### config.mk
export PLATFORM = sky130hd
export DESIGN_NAME = tpu_controller
export DESIGN_NICKNAME = d
export VERILOG_FILES = /design/src/hw/tpu_ctrl_pkg.sv /design/src/hw/tpu_fetch_decode.sv /design/src/hw/tpu_execute.sv /design/src/hw/tpu_sync_unit.sv /design/src/hw/tpu_cfg_regs.sv /design/src/hw/tpu_controller.sv
export SDC_FILE = /design/constraint.sdc
export NUM_CORES = 1
export LEC_CHECK = 0
export BUFFER_PORTS_ARGS = -buffer_cell sky130_fd_sc_hd__buf_4
export CAP_MARGIN = 20
export CORE_UTILIZATION = 30
export DETAILED_ROUTE_END_ITERATION = 12
export GPL_TIMING_DRIVEN = 1
export SKIP_LAST_GASP = 1
export SLEW_MARGIN = 20
export SYNTH_ARGS = -nofsm -noshare
export SYNTH_HDL_FRONTEND = slang
export SYNTH_SLANG_ARGS = --single-unit
### constraint.sdc
create_clock -name clk -period 2.76 [get_ports clk]
set_input_delay 0.414 -clock clk [delete_from_list [all_inputs] [get_ports clk]]
set_output_delay 0.414 -clock clk [all_outputs]
set_load 0.01 [all_outputs]
### src/hw/tpu_ctrl_pkg.sv
`default_nettype none

package tpu_ctrl_pkg;

    // ==============================
    // Widths
    // ==============================
    localparam int INSTR_W   = 32;                         // Instruction word
    localparam int PC_W      = 8;                          // Program counter
    localparam int ARG_W     = 8;                          // Each argument field
    localparam int FLAG_W    = 2;
    localparam int OPCODE_W  = INSTR_W - 3 * ARG_W - FLAG_W; // Top 6 bits
    localparam int UB_ADDR_W = ARG_W + 1;                  // Bank bit on top of 8
    localparam int LEN_W     = 2 * ARG_W;                  // arg2:arg3 pairs
    localparam int CFG_DEPTH = 16;
    localparam int CFG_AW    = $clog2(CFG_DEPTH);
    localparam int CFG_DW    = 2 * ARG_W;
    localparam int UNIT_CNT  = 4;                          // Units under the SYNC mask

    // Mask bit positions
    localparam int UNIT_SYS  = 0;
    localparam int UNIT_VPU  = 1;
    localparam int UNIT_DMA  = 2;
    localparam int UNIT_WT   = 3;

    // ==============================
    // Opcodes and modes
    // ==============================
    // Only the kept part of the ISA, everything else decodes as NOP
    typedef enum logic [OPCODE_W-1:0] {
        OP_NOP         = 6'h00,
        OP_RD_HOST_MEM = 6'h01,   // Host to UB
        OP_WR_HOST_MEM = 6'h02,   // UB to host
        OP_MATMUL      = 6'h10,
        OP_MATMUL_ACC  = 6'h12,
        OP_RELU        = 6'h18,
        OP_SIGMOID     = 6'h1A,
        OP_SYNC        = 6'h30,   // Bank swap plus wait
        OP_CFG_REG     = 6'h31,
        OP_HALT        = 6'h3F
    } opcode_e;

    typedef enum logic [1:0] {
        SYS_MATMUL = 2'd0,
        SYS_ACCUM  = 2'd2         // Add into existing partial sums
    } sys_mode_e;

    typedef enum logic [3:0] {
        VPU_OFF     = 4'd0,
        VPU_RELU    = 4'd1,
        VPU_SIGMOID = 4'd3
    } vpu_mode_e;

    typedef enum logic {
        SYNC_IDLE = 1'b0,
        SYNC_WAIT = 1'b1
    } sync_state_e;

    // ==============================
    // Instruction and pipeline records
    // ==============================
    // Raw word as read from instruction memory, opcode may be any value
    typedef struct packed {
        logic [OPCODE_W-1:0] opcode;   // [31:26]
        logic [ARG_W-1:0]    arg1;     // [25:18]
        logic [ARG_W-1:0]    arg2;     // [17:10]
        logic [ARG_W-1:0]    arg3;     // [9:2]
        logic [FLAG_W-1:0]   flags;    // [1:0]
    } instr_t;

    typedef struct packed {
        logic                valid;
        opcode_e             opcode;   // Kept opcodes only
        logic [ARG_W-1:0]    arg1;
        logic [ARG_W-1:0]    arg2;
        logic [ARG_W-1:0]    arg3;
        logic [FLAG_W-1:0]   flags;
        logic                bank;     // Parity seen at decode
    } decoded_t;

    // ==============================
    // Datapath control bundles
    // ==============================
    typedef struct packed {
        logic                start;
        sys_mode_e           mode;
        logic [ARG_W-1:0]    rows;
        logic                is_signed;
        logic                transpose;
        logic [ARG_W-1:0]    acc_addr;
        logic                acc_clear;
    } sys_ctrl_t;

    typedef struct packed {
        logic                 rd_en;
        logic                 wr_en;
        logic [UB_ADDR_W-1:0] rd_addr;   // {bank, addr}
        logic [UB_ADDR_W-1:0] wr_addr;
        logic [UB_ADDR_W-1:0] rd_count;
        logic [UB_ADDR_W-1:0] wr_count;
        logic                 bank;
    } ub_ctrl_t;

    typedef struct packed {
        logic             wr_en;
        logic             rd_en;
        logic [ARG_W-1:0] addr;
        logic             bank;
    } acc_ctrl_t;

    typedef struct packed {
        logic              start;
        vpu_mode_e         mode;
        logic [ARG_W-1:0]  in_addr;
        logic [ARG_W-1:0]  out_addr;
        logic [ARG_W-1:0]  length;
        logic [CFG_DW-1:0] param;     // From config file or 0
    } vpu_ctrl_t;

    typedef struct packed {
        logic              start;
        logic              dir;       // 0 host to UB, 1 UB to host
        logic [ARG_W-1:0]  ub_addr;
        logic [LEN_W-1:0]  length;
        logic [FLAG_W-1:0] elem_sz;
    } dma_ctrl_t;

endpackage

`default_nettype wire

### src/hw/tpu_fetch_decode.sv
`timescale 1ns/10ps
`default_nettype none

module tpu_fetch_decode (
    input  wire                          clk,
    input  wire                          rst_n,
    output logic [tpu_ctrl_pkg::PC_W-1:0] instr_addr,
    input  wire  tpu_ctrl_pkg::instr_t   instr_data,
    input  wire                          stall,
    input  wire                          halted,
    input  wire                          bank,
    output tpu_ctrl_pkg::decoded_t       dec
);
    import tpu_ctrl_pkg::*;

    logic [PC_W-1:0] pc;
    instr_t          ir;
    logic            ir_valid;     // IR holds a fetched word
    opcode_e         dec_op;
    decoded_t        dec_next;
    decoded_t        dec_q;

    // ==============================
    // Fetch
    // ==============================
    always_ff @(posedge clk or negedge rst_n) begin
        if (!rst_n) begin
            pc       <= '0;
            ir       <= '0;
            ir_valid <= 1'b0;
        end else if (halted) begin
            ir_valid <= 1'b0;          // Fetch is dead from here on
        end else if (!stall) begin
            pc       <= pc + PC_W'(1);
            ir       <= instr_data;
            ir_valid <= 1'b1;
        end
    end

    assign instr_addr = pc;

    // ==============================
    // Decode
    // ==============================
    // Dropped or unknown opcodes fall through to NOP
    always_comb begin
        case (ir.opcode)
            OP_NOP,
            OP_RD_HOST_MEM,
            OP_WR_HOST_MEM,
            OP_MATMUL,
            OP_MATMUL_ACC,
            OP_RELU,
            OP_SIGMOID,
            OP_SYNC,
            OP_CFG_REG,
            OP_HALT: dec_op = opcode_e'(ir.opcode);
            default: dec_op = OP_NOP;
        endcase
    end

    always_comb begin
        dec_next.valid  = ir_valid;
        dec_next.opcode = dec_op;
        dec_next.arg1   = ir.arg1;
        dec_next.arg2   = ir.arg2;
        dec_next.arg3   = ir.arg3;
        dec_next.flags  = ir.flags;
        dec_next.bank   = bank;        // Parity as of this decode
    end

    // Decode register, held under stall
    always_ff @(posedge clk or negedge rst_n) begin
        if (!rst_n) begin
            dec_q <= '0;
        end else if (halted) begin
            dec_q.valid <= 1'b0;       // Drop whatever follows HALT
        end else if (!stall) begin
            dec_q <= dec_next;
        end
    end

    assign dec = dec_q;

endmodule

`default_nettype wire

### src/hw/tpu_execute.sv
`timescale 1ns/10ps
`default_nettype none

module tpu_execute (
    input  wire                                clk,
    input  wire                                rst_n,
    input  wire  tpu_ctrl_pkg::decoded_t       dec,
    input  wire                                stall,
    input  wire  [tpu_ctrl_pkg::CFG_DW-1:0]    cfg_rdata,
    output tpu_ctrl_pkg::decoded_t             issued,
    output logic [tpu_ctrl_pkg::CFG_AW-1:0]    cfg_raddr,
    output tpu_ctrl_pkg::sys_ctrl_t            sys_ctrl,
    output tpu_ctrl_pkg::ub_ctrl_t             ub_ctrl,
    output tpu_ctrl_pkg::acc_ctrl_t            acc_ctrl,
    output tpu_ctrl_pkg::vpu_ctrl_t            vpu_ctrl,
    output tpu_ctrl_pkg::dma_ctrl_t            dma_ctrl
);
    import tpu_ctrl_pkg::*;

    decoded_t ex_q;
    logic     ex_halt;       // HALT sits in execute right now

    assign ex_halt = ex_q.valid && (ex_q.opcode == OP_HALT);

    // ==============================
    // Execute register
    // ==============================
    // Stall or HALT turns the load into a bubble, payload still follows
    always_ff @(posedge clk or negedge rst_n) begin
        if (!rst_n) begin
            ex_q <= '0;
        end else begin
            ex_q       <= dec;
            ex_q.valid <= dec.valid && !stall && !ex_halt;
        end
    end

    assign issued    = ex_q;
    assign cfg_raddr = CFG_AW'(ex_q.flags);   // Activation param index

    // ==============================
    // Control generation
    // ==============================
    always_comb begin
        // Everything idle, banks track the executing record
        sys_ctrl      = '0;
        ub_ctrl       = '0;
        ub_ctrl.bank  = ex_q.bank;
        acc_ctrl      = '0;
        acc_ctrl.bank = ex_q.bank;
        vpu_ctrl      = '0;
        dma_ctrl      = '0;

        if (ex_q.valid) begin
            case (ex_q.opcode)
                OP_RD_HOST_MEM,
                OP_WR_HOST_MEM: begin
                    dma_ctrl.start   = 1'b1;
                    dma_ctrl.dir     = (ex_q.opcode == OP_WR_HOST_MEM);
                    dma_ctrl.ub_addr = ex_q.arg1;
                    dma_ctrl.length  = {ex_q.arg2, ex_q.arg3};
                    dma_ctrl.elem_sz = ex_q.flags;
                end

                OP_MATMUL,
                OP_MATMUL_ACC: begin
                    sys_ctrl.start     = 1'b1;
                    sys_ctrl.mode      = (ex_q.opcode == OP_MATMUL) ? SYS_MATMUL : SYS_ACCUM;
                    sys_ctrl.rows      = ex_q.arg3;
                    sys_ctrl.is_signed = ex_q.flags[1];
                    sys_ctrl.transpose = ex_q.flags[0];
                    sys_ctrl.acc_addr  = ex_q.arg2;
                    sys_ctrl.acc_clear = (ex_q.opcode == OP_MATMUL);  // ACC keeps sums
                    // Activations in from the live bank
                    ub_ctrl.rd_en      = 1'b1;
                    ub_ctrl.rd_addr    = {ex_q.bank, ex_q.arg1};
                    ub_ctrl.rd_count   = UB_ADDR_W'(1);
                    acc_ctrl.wr_en     = 1'b1;
                    acc_ctrl.addr      = ex_q.arg2;
                end

                OP_RELU,
                OP_SIGMOID: begin
                    vpu_ctrl.start    = 1'b1;
                    vpu_ctrl.mode     = (ex_q.opcode == OP_RELU) ? VPU_RELU : VPU_SIGMOID;
                    vpu_ctrl.in_addr  = ex_q.arg1;
                    vpu_ctrl.out_addr = ex_q.arg2;
                    vpu_ctrl.length   = ex_q.arg3;
                    vpu_ctrl.param    = ex_q.flags[0] ? cfg_rdata : '0;
                    // Results of the previous phase sit in the other bank
                    acc_ctrl.rd_en    = 1'b1;
                    acc_ctrl.addr     = ex_q.arg1;
                    acc_ctrl.bank     = ~ex_q.bank;
                    ub_ctrl.wr_en     = 1'b1;
                    ub_ctrl.wr_addr   = {~ex_q.bank, ex_q.arg2};
                    ub_ctrl.wr_count  = UB_ADDR_W'(1);
                end

                // SYNC, CFG_REG and HALT act through the issued record
                default: begin
                end
            endcase
        end
    end

endmodule

`default_nettype wire

### src/hw/tpu_sync_unit.sv
`timescale 1ns/10ps
`default_nettype none

module tpu_sync_unit (
    input  wire                          clk,
    input  wire                          rst_n,
    input  wire  tpu_ctrl_pkg::decoded_t issued,
    input  wire                          sys_busy,
    input  wire                          vpu_busy,
    input  wire                          dma_busy,
    input  wire                          wt_busy,
    output logic                         stall,
    output logic                         bank,
    output logic                         halted,
    output logic                         halt_req,
    output logic                         interrupt_en,
    output logic                         pipeline_stall
);
    import tpu_ctrl_pkg::*;

    sync_state_e         state;
    logic [LEN_W-1:0]    wait_cnt;
    logic [LEN_W-1:0]    timeout_q;
    logic [UNIT_CNT-1:0] mask_q;
    logic [UNIT_CNT-1:0] busy_vec;
    logic                bank_q;
    logic                halt_q;
    logic                sync_issue;
    logic                halt_issue;
    logic                wait_done;

    assign sync_issue = issued.valid && (issued.opcode == OP_SYNC);
    assign halt_issue = issued.valid && (issued.opcode == OP_HALT);

    always_comb begin
        busy_vec           = '0;
        busy_vec[UNIT_SYS] = sys_busy;
        busy_vec[UNIT_VPU] = vpu_busy;
        busy_vec[UNIT_DMA] = dma_busy;
        busy_vec[UNIT_WT]  = wt_busy;
    end

    // Masked units idle, or timeout reached
    assign wait_done = ~|(busy_vec & mask_q) || (wait_cnt >= timeout_q);

    // ==============================
    // SYNC FSM and parity
    // ==============================
    always_ff @(posedge clk or negedge rst_n) begin
        if (!rst_n) begin
            state     <= SYNC_IDLE;
            wait_cnt  <= '0;
            timeout_q <= '0;
            mask_q    <= '0;
            bank_q    <= 1'b0;
        end else if (sync_issue) begin
            state     <= SYNC_WAIT;
            wait_cnt  <= '0;
            timeout_q <= {issued.arg2, issued.arg3};
            mask_q    <= issued.arg1[UNIT_CNT-1:0];
            bank_q    <= ~bank_q;                  // Swap double buffers
        end else if (state == SYNC_WAIT) begin
            if (wait_done) state <= SYNC_IDLE;
            else           wait_cnt <= wait_cnt + LEN_W'(1);
        end
    end

    // Halt is sticky until reset
    always_ff @(posedge clk or negedge rst_n) begin
        if (!rst_n)          halt_q <= 1'b0;
        else if (halt_issue) halt_q <= 1'b1;
    end

    assign stall          = |busy_vec || (state == SYNC_WAIT);
    assign pipeline_stall = stall;
    assign bank           = bank_q;
    assign halted         = halt_q || halt_issue;   // Kills fetch on the HALT edge
    assign halt_req       = halted;
    assign interrupt_en   = halt_issue;             // One cycle pulse

endmodule

`default_nettype wire

### src/hw/tpu_cfg_regs.sv
`timescale 1ns/10ps
`default_nettype none

module tpu_cfg_regs (
    input  wire                              clk,
    input  wire                              rst_n,
    input  wire  tpu_ctrl_pkg::decoded_t     issued,
    input  wire  [tpu_ctrl_pkg::CFG_AW-1:0]  raddr,
    output logic [tpu_ctrl_pkg::CFG_DW-1:0]  rdata
);
    import tpu_ctrl_pkg::*;

    logic [CFG_DW-1:0] cfg_mem [CFG_DEPTH];
    logic              cfg_we;

    assign cfg_we = issued.valid && (issued.opcode == OP_CFG_REG);

    // Entry arg1[3:0] takes arg2:arg3
    always_ff @(posedge clk or negedge rst_n) begin
        if (!rst_n) begin
            for (int i = 0; i < CFG_DEPTH; i++) begin
                cfg_mem[i] <= '0;
            end
        end else if (cfg_we) begin
            cfg_mem[issued.arg1[CFG_AW-1:0]] <= {issued.arg2, issued.arg3};
        end
    end

    assign rdata = cfg_mem[raddr];   // Async read for the VPU param

endmodule

`default_nettype wire

### src/hw/tpu_controller.sv
`timescale 1ns/10ps
`default_nettype none

module tpu_controller (
    input  wire                           clk,
    input  wire                           rst_n,
    // Instruction memory
    output logic [tpu_ctrl_pkg::PC_W-1:0] instr_addr,
    input  wire  tpu_ctrl_pkg::instr_t    instr_data,
    // Unit status levels
    input  wire                           sys_busy,
    input  wire                           vpu_busy,
    input  wire                           dma_busy,
    input  wire                           wt_busy,
    // Datapath control
    output tpu_ctrl_pkg::sys_ctrl_t       sys_ctrl,
    output tpu_ctrl_pkg::ub_ctrl_t        ub_ctrl,
    output tpu_ctrl_pkg::acc_ctrl_t       acc_ctrl,
    output tpu_ctrl_pkg::vpu_ctrl_t       vpu_ctrl,
    output tpu_ctrl_pkg::dma_ctrl_t       dma_ctrl,
    // Program status
    output logic                          halt_req,
    output logic                          interrupt_en,
    output logic                          pipeline_stall
);
    import tpu_ctrl_pkg::*;

    decoded_t          dec;
    decoded_t          issued;
    logic              stall;
    logic              bank;
    logic              halted;
    logic [CFG_AW-1:0] cfg_raddr;
    logic [CFG_DW-1:0] cfg_rdata;

    // ==============================
    // Pipeline stages
    // ==============================
    tpu_fetch_decode u_fetch_decode (
        .clk        (clk),
        .rst_n      (rst_n),
        .instr_addr (instr_addr),
        .instr_data (instr_data),
        .stall      (stall),
        .halted     (halted),
        .bank       (bank),
        .dec        (dec)
    );

    tpu_execute u_execute (
        .clk       (clk),
        .rst_n     (rst_n),
        .dec       (dec),
        .stall     (stall),
        .cfg_rdata (cfg_rdata),
        .issued    (issued),
        .cfg_raddr (cfg_raddr),
        .sys_ctrl  (sys_ctrl),
        .ub_ctrl   (ub_ctrl),
        .acc_ctrl  (acc_ctrl),
        .vpu_ctrl  (vpu_ctrl),
        .dma_ctrl  (dma_ctrl)
    );

    // ==============================
    // Side effects of issued records
    // ==============================
    tpu_sync_unit u_sync_unit (
        .clk            (clk),
        .rst_n          (rst_n),
        .issued         (issued),
        .sys_busy       (sys_busy),
        .vpu_busy       (vpu_busy),
        .dma_busy       (dma_busy),
        .wt_busy        (wt_busy),
        .stall          (stall),
        .bank           (bank),
        .halted         (halted),
        .halt_req       (halt_req),
        .interrupt_en   (interrupt_en),
        .pipeline_stall (pipeline_stall)
    );

    tpu_cfg_regs u_cfg_regs (
        .clk    (clk),
        .rst_n  (rst_n),
        .issued (issued),
        .raddr  (cfg_raddr),
        .rdata  (cfg_rdata)
    );

endmodule

`default_nettype wire

==> results.toml <==
[outcome]
outcome = "finished clean"

[floorplanning]
core_mm2 = 0.0279
start_util = 0.306
io_pins = 194
die_y_um = 170
die_w_um = 170
dieArea_mm2 = 0.0291
num_rows = 61

[setup_path]
worstSetupPathType = "reg -> out"
r2r_end = "u_sync_unit.wait_cnt[15]$_DFFE_PN0P_"
regToRegSetupSlack_ns = 0.29
critPathMaxFanout = 26
r2r_start = "u_sync_unit.wait_cnt[0]$_DFFE_PN0P_"
setup.worst_path.end = "acc_ctrl[0]"
crit_path_end_kind = "output pin"
critPathLaunch = "u_execute.issued[27]$_DFF_PN0_"
cp.arrival_ns = 2.19
critical_path_required_ns = 2.35
cp-start-kind = "register"
worstRegToRegCells = 8

[synthesis]
postSynthAreaPerCell_um2 = 10.2
yosysTopAreaCellShare = 0.529
async_reset_ff_frac = 1.00
synth_area_mm2 = 0.00852
yosysWarnings = 0
synth_top_family_by_area = "simple AND/OR/NAND/NOR gates"
ys_top_cells_by_area = "dfrtp_1, nand2_1, mux2_2"
synthAdderAreaFrac = 0.0279
synthMuxAreaShare = 0.108
yosys.area_share.simple = 0.234
synth_top_cell_by_area = "dfrtp_1"
synth-xor-area-share = 0.0103
synthFlopType = "dfrtp_1"
netlist_instances = 835
synth_compound_area_frac = 0.0273
yosysSeqAreaShare = 0.529
ys_seq_elements = 180
ys_types = 52
synth_edf_count = 0

[timing]
rsz0062_at_grt = "yes"
period_share = 0.942
setup_violations = 0
skew_ns = 0.0117
period_needed_ns = 2.60
relSlewSlack = 0.591
timing.final.ws_setup_ns = 0.161
slew_viol_final = 0
whs_ns = 0.165
fin_setup_tns_ns = 0
hold_viol_final = 0
worstMarginPinSlew_ns = 0.613
max_freq_mhz = 385

[placement]
dp_hpwl_mm = 15.1
port_buffers = 174
gp_congestion = 0.801
pre_cts_slack_ns = 0.345

[power_and_ir_drop]
p_seq_frac = 0.518
p_per_area_mw_per_mm2 = 599
swShare = 0.284
p_leak_nw = 5.49
intPower_mw = 4.61
ir_drop_uv = 435
comb_power_share = 0.091
power.total_mw = 6.44
power.share.clock = 0.390
p_sw_mw = 1.83

[cells_and_area]
area_growth_pct = 26.4
layout-drive-gt1-share = 0.300
fillers = 2775
final_nets = 1047
diodes = 0
final_cell_mix = "nand2_1, buf_4, dfrtp_1"
fin_util = 0.386
layout.cells.most_common = "nand2_1"
multiInputGateArea_mm2 = 0.00357
seqCellArea_mm2 = 0.00451

[clocking]
root_buffer = "clkbuf_16"
ctsLongestPathBuffers = 2
cts_tree = "built"
htreeDepth = 4
cts_setup_buffers = 0
clk_latency_ns = 0.43
cts_made_buffers = 17
clk_pin_slew_ns = 0.07
cts.sinks = 180

[routing]
first_pass_iters = 4
drtIter0Drc = 337
vias = 6193
routed_wl_mm = 21.7
ant_nets = 0
drc = 0
via_per_inst = 4.48
wl_per_cell_um = 15.7

[grt]
grt_usage = 0.153
antenna_found_initial = 1
grt_pass1_vias = 6149
grt-ovfl-total = 0
grt_max_degree = 82
grt_pass1_wl_mm = 34.0

[worst_hold_path]
min_path_type = "in -> reg"

[job]
cap_violations = 0
-- how the worst min path moves through the flow --
stage	from	end	slack, ns	cells after the start
3_3_place_gp	rst_n	u_cfg_regs.cfg_mem[230]$_DFFE_PN0P_	0.32	1
2_1_floorplan	rst_n	u_cfg_regs.cfg_mem[192]$_DFFE_PN0P_	0.12	0
6_report	instr_data[19]	u_fetch_decode.dec_next[20]$_DFFE_PN0P_	0.16	3
4_1_cts	instr_data[31]	u_fetch_decode.ir[31]$_DFFE_PN0P_	0.15	3
5_1_grt	instr_data[5]	u_fetch_decode.dec_next[6]$_DFFE_PN0P_	0.15	3
3_5_place_dp	rst_n	u_cfg_regs.cfg_mem[230]$_DFFE_PN0P_	0.31	1
-- power by group through the flow --
stage / logic (mW) / clock network [mW] / registers [mW]
global route: 0.679 / 2.68 / 3.40
finish: 0.589 / 2.52 / 3.34
CTS: 0.602 / 2.58 / 3.35
floorplan: 0.405 / 0 / 3.21
global placement: 0.582 / 0 / 3.39
detailed placement: 0.595 / 0 / 3.40
-- logic make-up (layout without fill, tap and decap cells) --
family	after synthesis	after routing
AND/OR/NAND/NOR	409	409
flip-flops	180	180
buffers and inverters	100	250
multiplexers	85	85
AO/OA/AOI/OAI	31	31
adder cells (fa/ha/maj)	19	19
XOR/XNOR	10	10
other	1	19
-- what timing repair did --
action                     in CTS  in global routing
hold endpoints to repair       24                  0
hold buffers                    1                  0
pin swaps                       0                  0
gates resized for setup         2                  2
setup endpoints to repair       3                  4
-- flip-flops by register name (all words and copies together) (netlist names), 2 cells and up --
name,cells
u_cfg_regs.cfg_mem,32
u_execute.cfg_raddr,2
u_execute.issued,32
u_fetch_decode.dec,34
u_fetch_decode.dec_next,26
u_fetch_decode.instr_addr,8
u_fetch_decode.ir,6
u_sync_unit.mask_q,4
u_sync_unit.timeout_q,16
u_sync_unit.wait_cnt,16
-- metrics by stage --
stage               instances  cell area [um2]
detailed placement       1348            10100
finish                   1381            10800
global placement         1348            10100
CTS                      1381            10800
global route             1381            10800
floorplan                 853             8580
-- worst max-delay path, cell delays in order, from the launching register on --
cell and delay, ns:
dfrtp_1 0.40, nand2b_1 0.26, nor4b_4 0.29, buf_6 0.26
ha_1 0.26, mux2i_1 0.13, buf_4 0.14
-- cell usage after synthesis, drive strengths merged, types with 2 or more instances --
cell type and n:
dfrtp 180, mux2i 33, buf 53, inv 23
and2 55, nor2 26, ha 19, clkbuf 24
and4 2, nand2b 17, nor4 15, nand4 10
nand3 12, or2 8, or4 3, nand2 216
a22oi 3, nor3 6, mux2 52, nor4b 3
a21oi 6, o21a 4, and3 31, or3 3
xnor2 9, o31ai 2, o21ai 7
-- layout make-up --
| type | count | area share |
|---|---|---|
| Timing Repair Buffer | 195 | 0.141 |
| Tap cell | 378 | 0.0439 |
| Sequential cell | 180 | 0.419 |
| Inverter | 23 | 0.00802 |
| Clock buffer | 17 | 0.0395 |
| Multi-Input combinational cell | 573 | 0.332 |
| Clock inverter | 15 | 0.0173 |
-- layer usage --
metal | vias up | GRT usage | wire length, um
li1 | 3021 | - | -
met1 | 3045 | 0.194 | 9690
met2 | 116 | 0.269 | 11100
met3 | 11 | 0.0323 | 793
met4 | 0 | 0.0306 | 131
met5 | - | 0 | 0
Power figures use the tool's default switching activity.
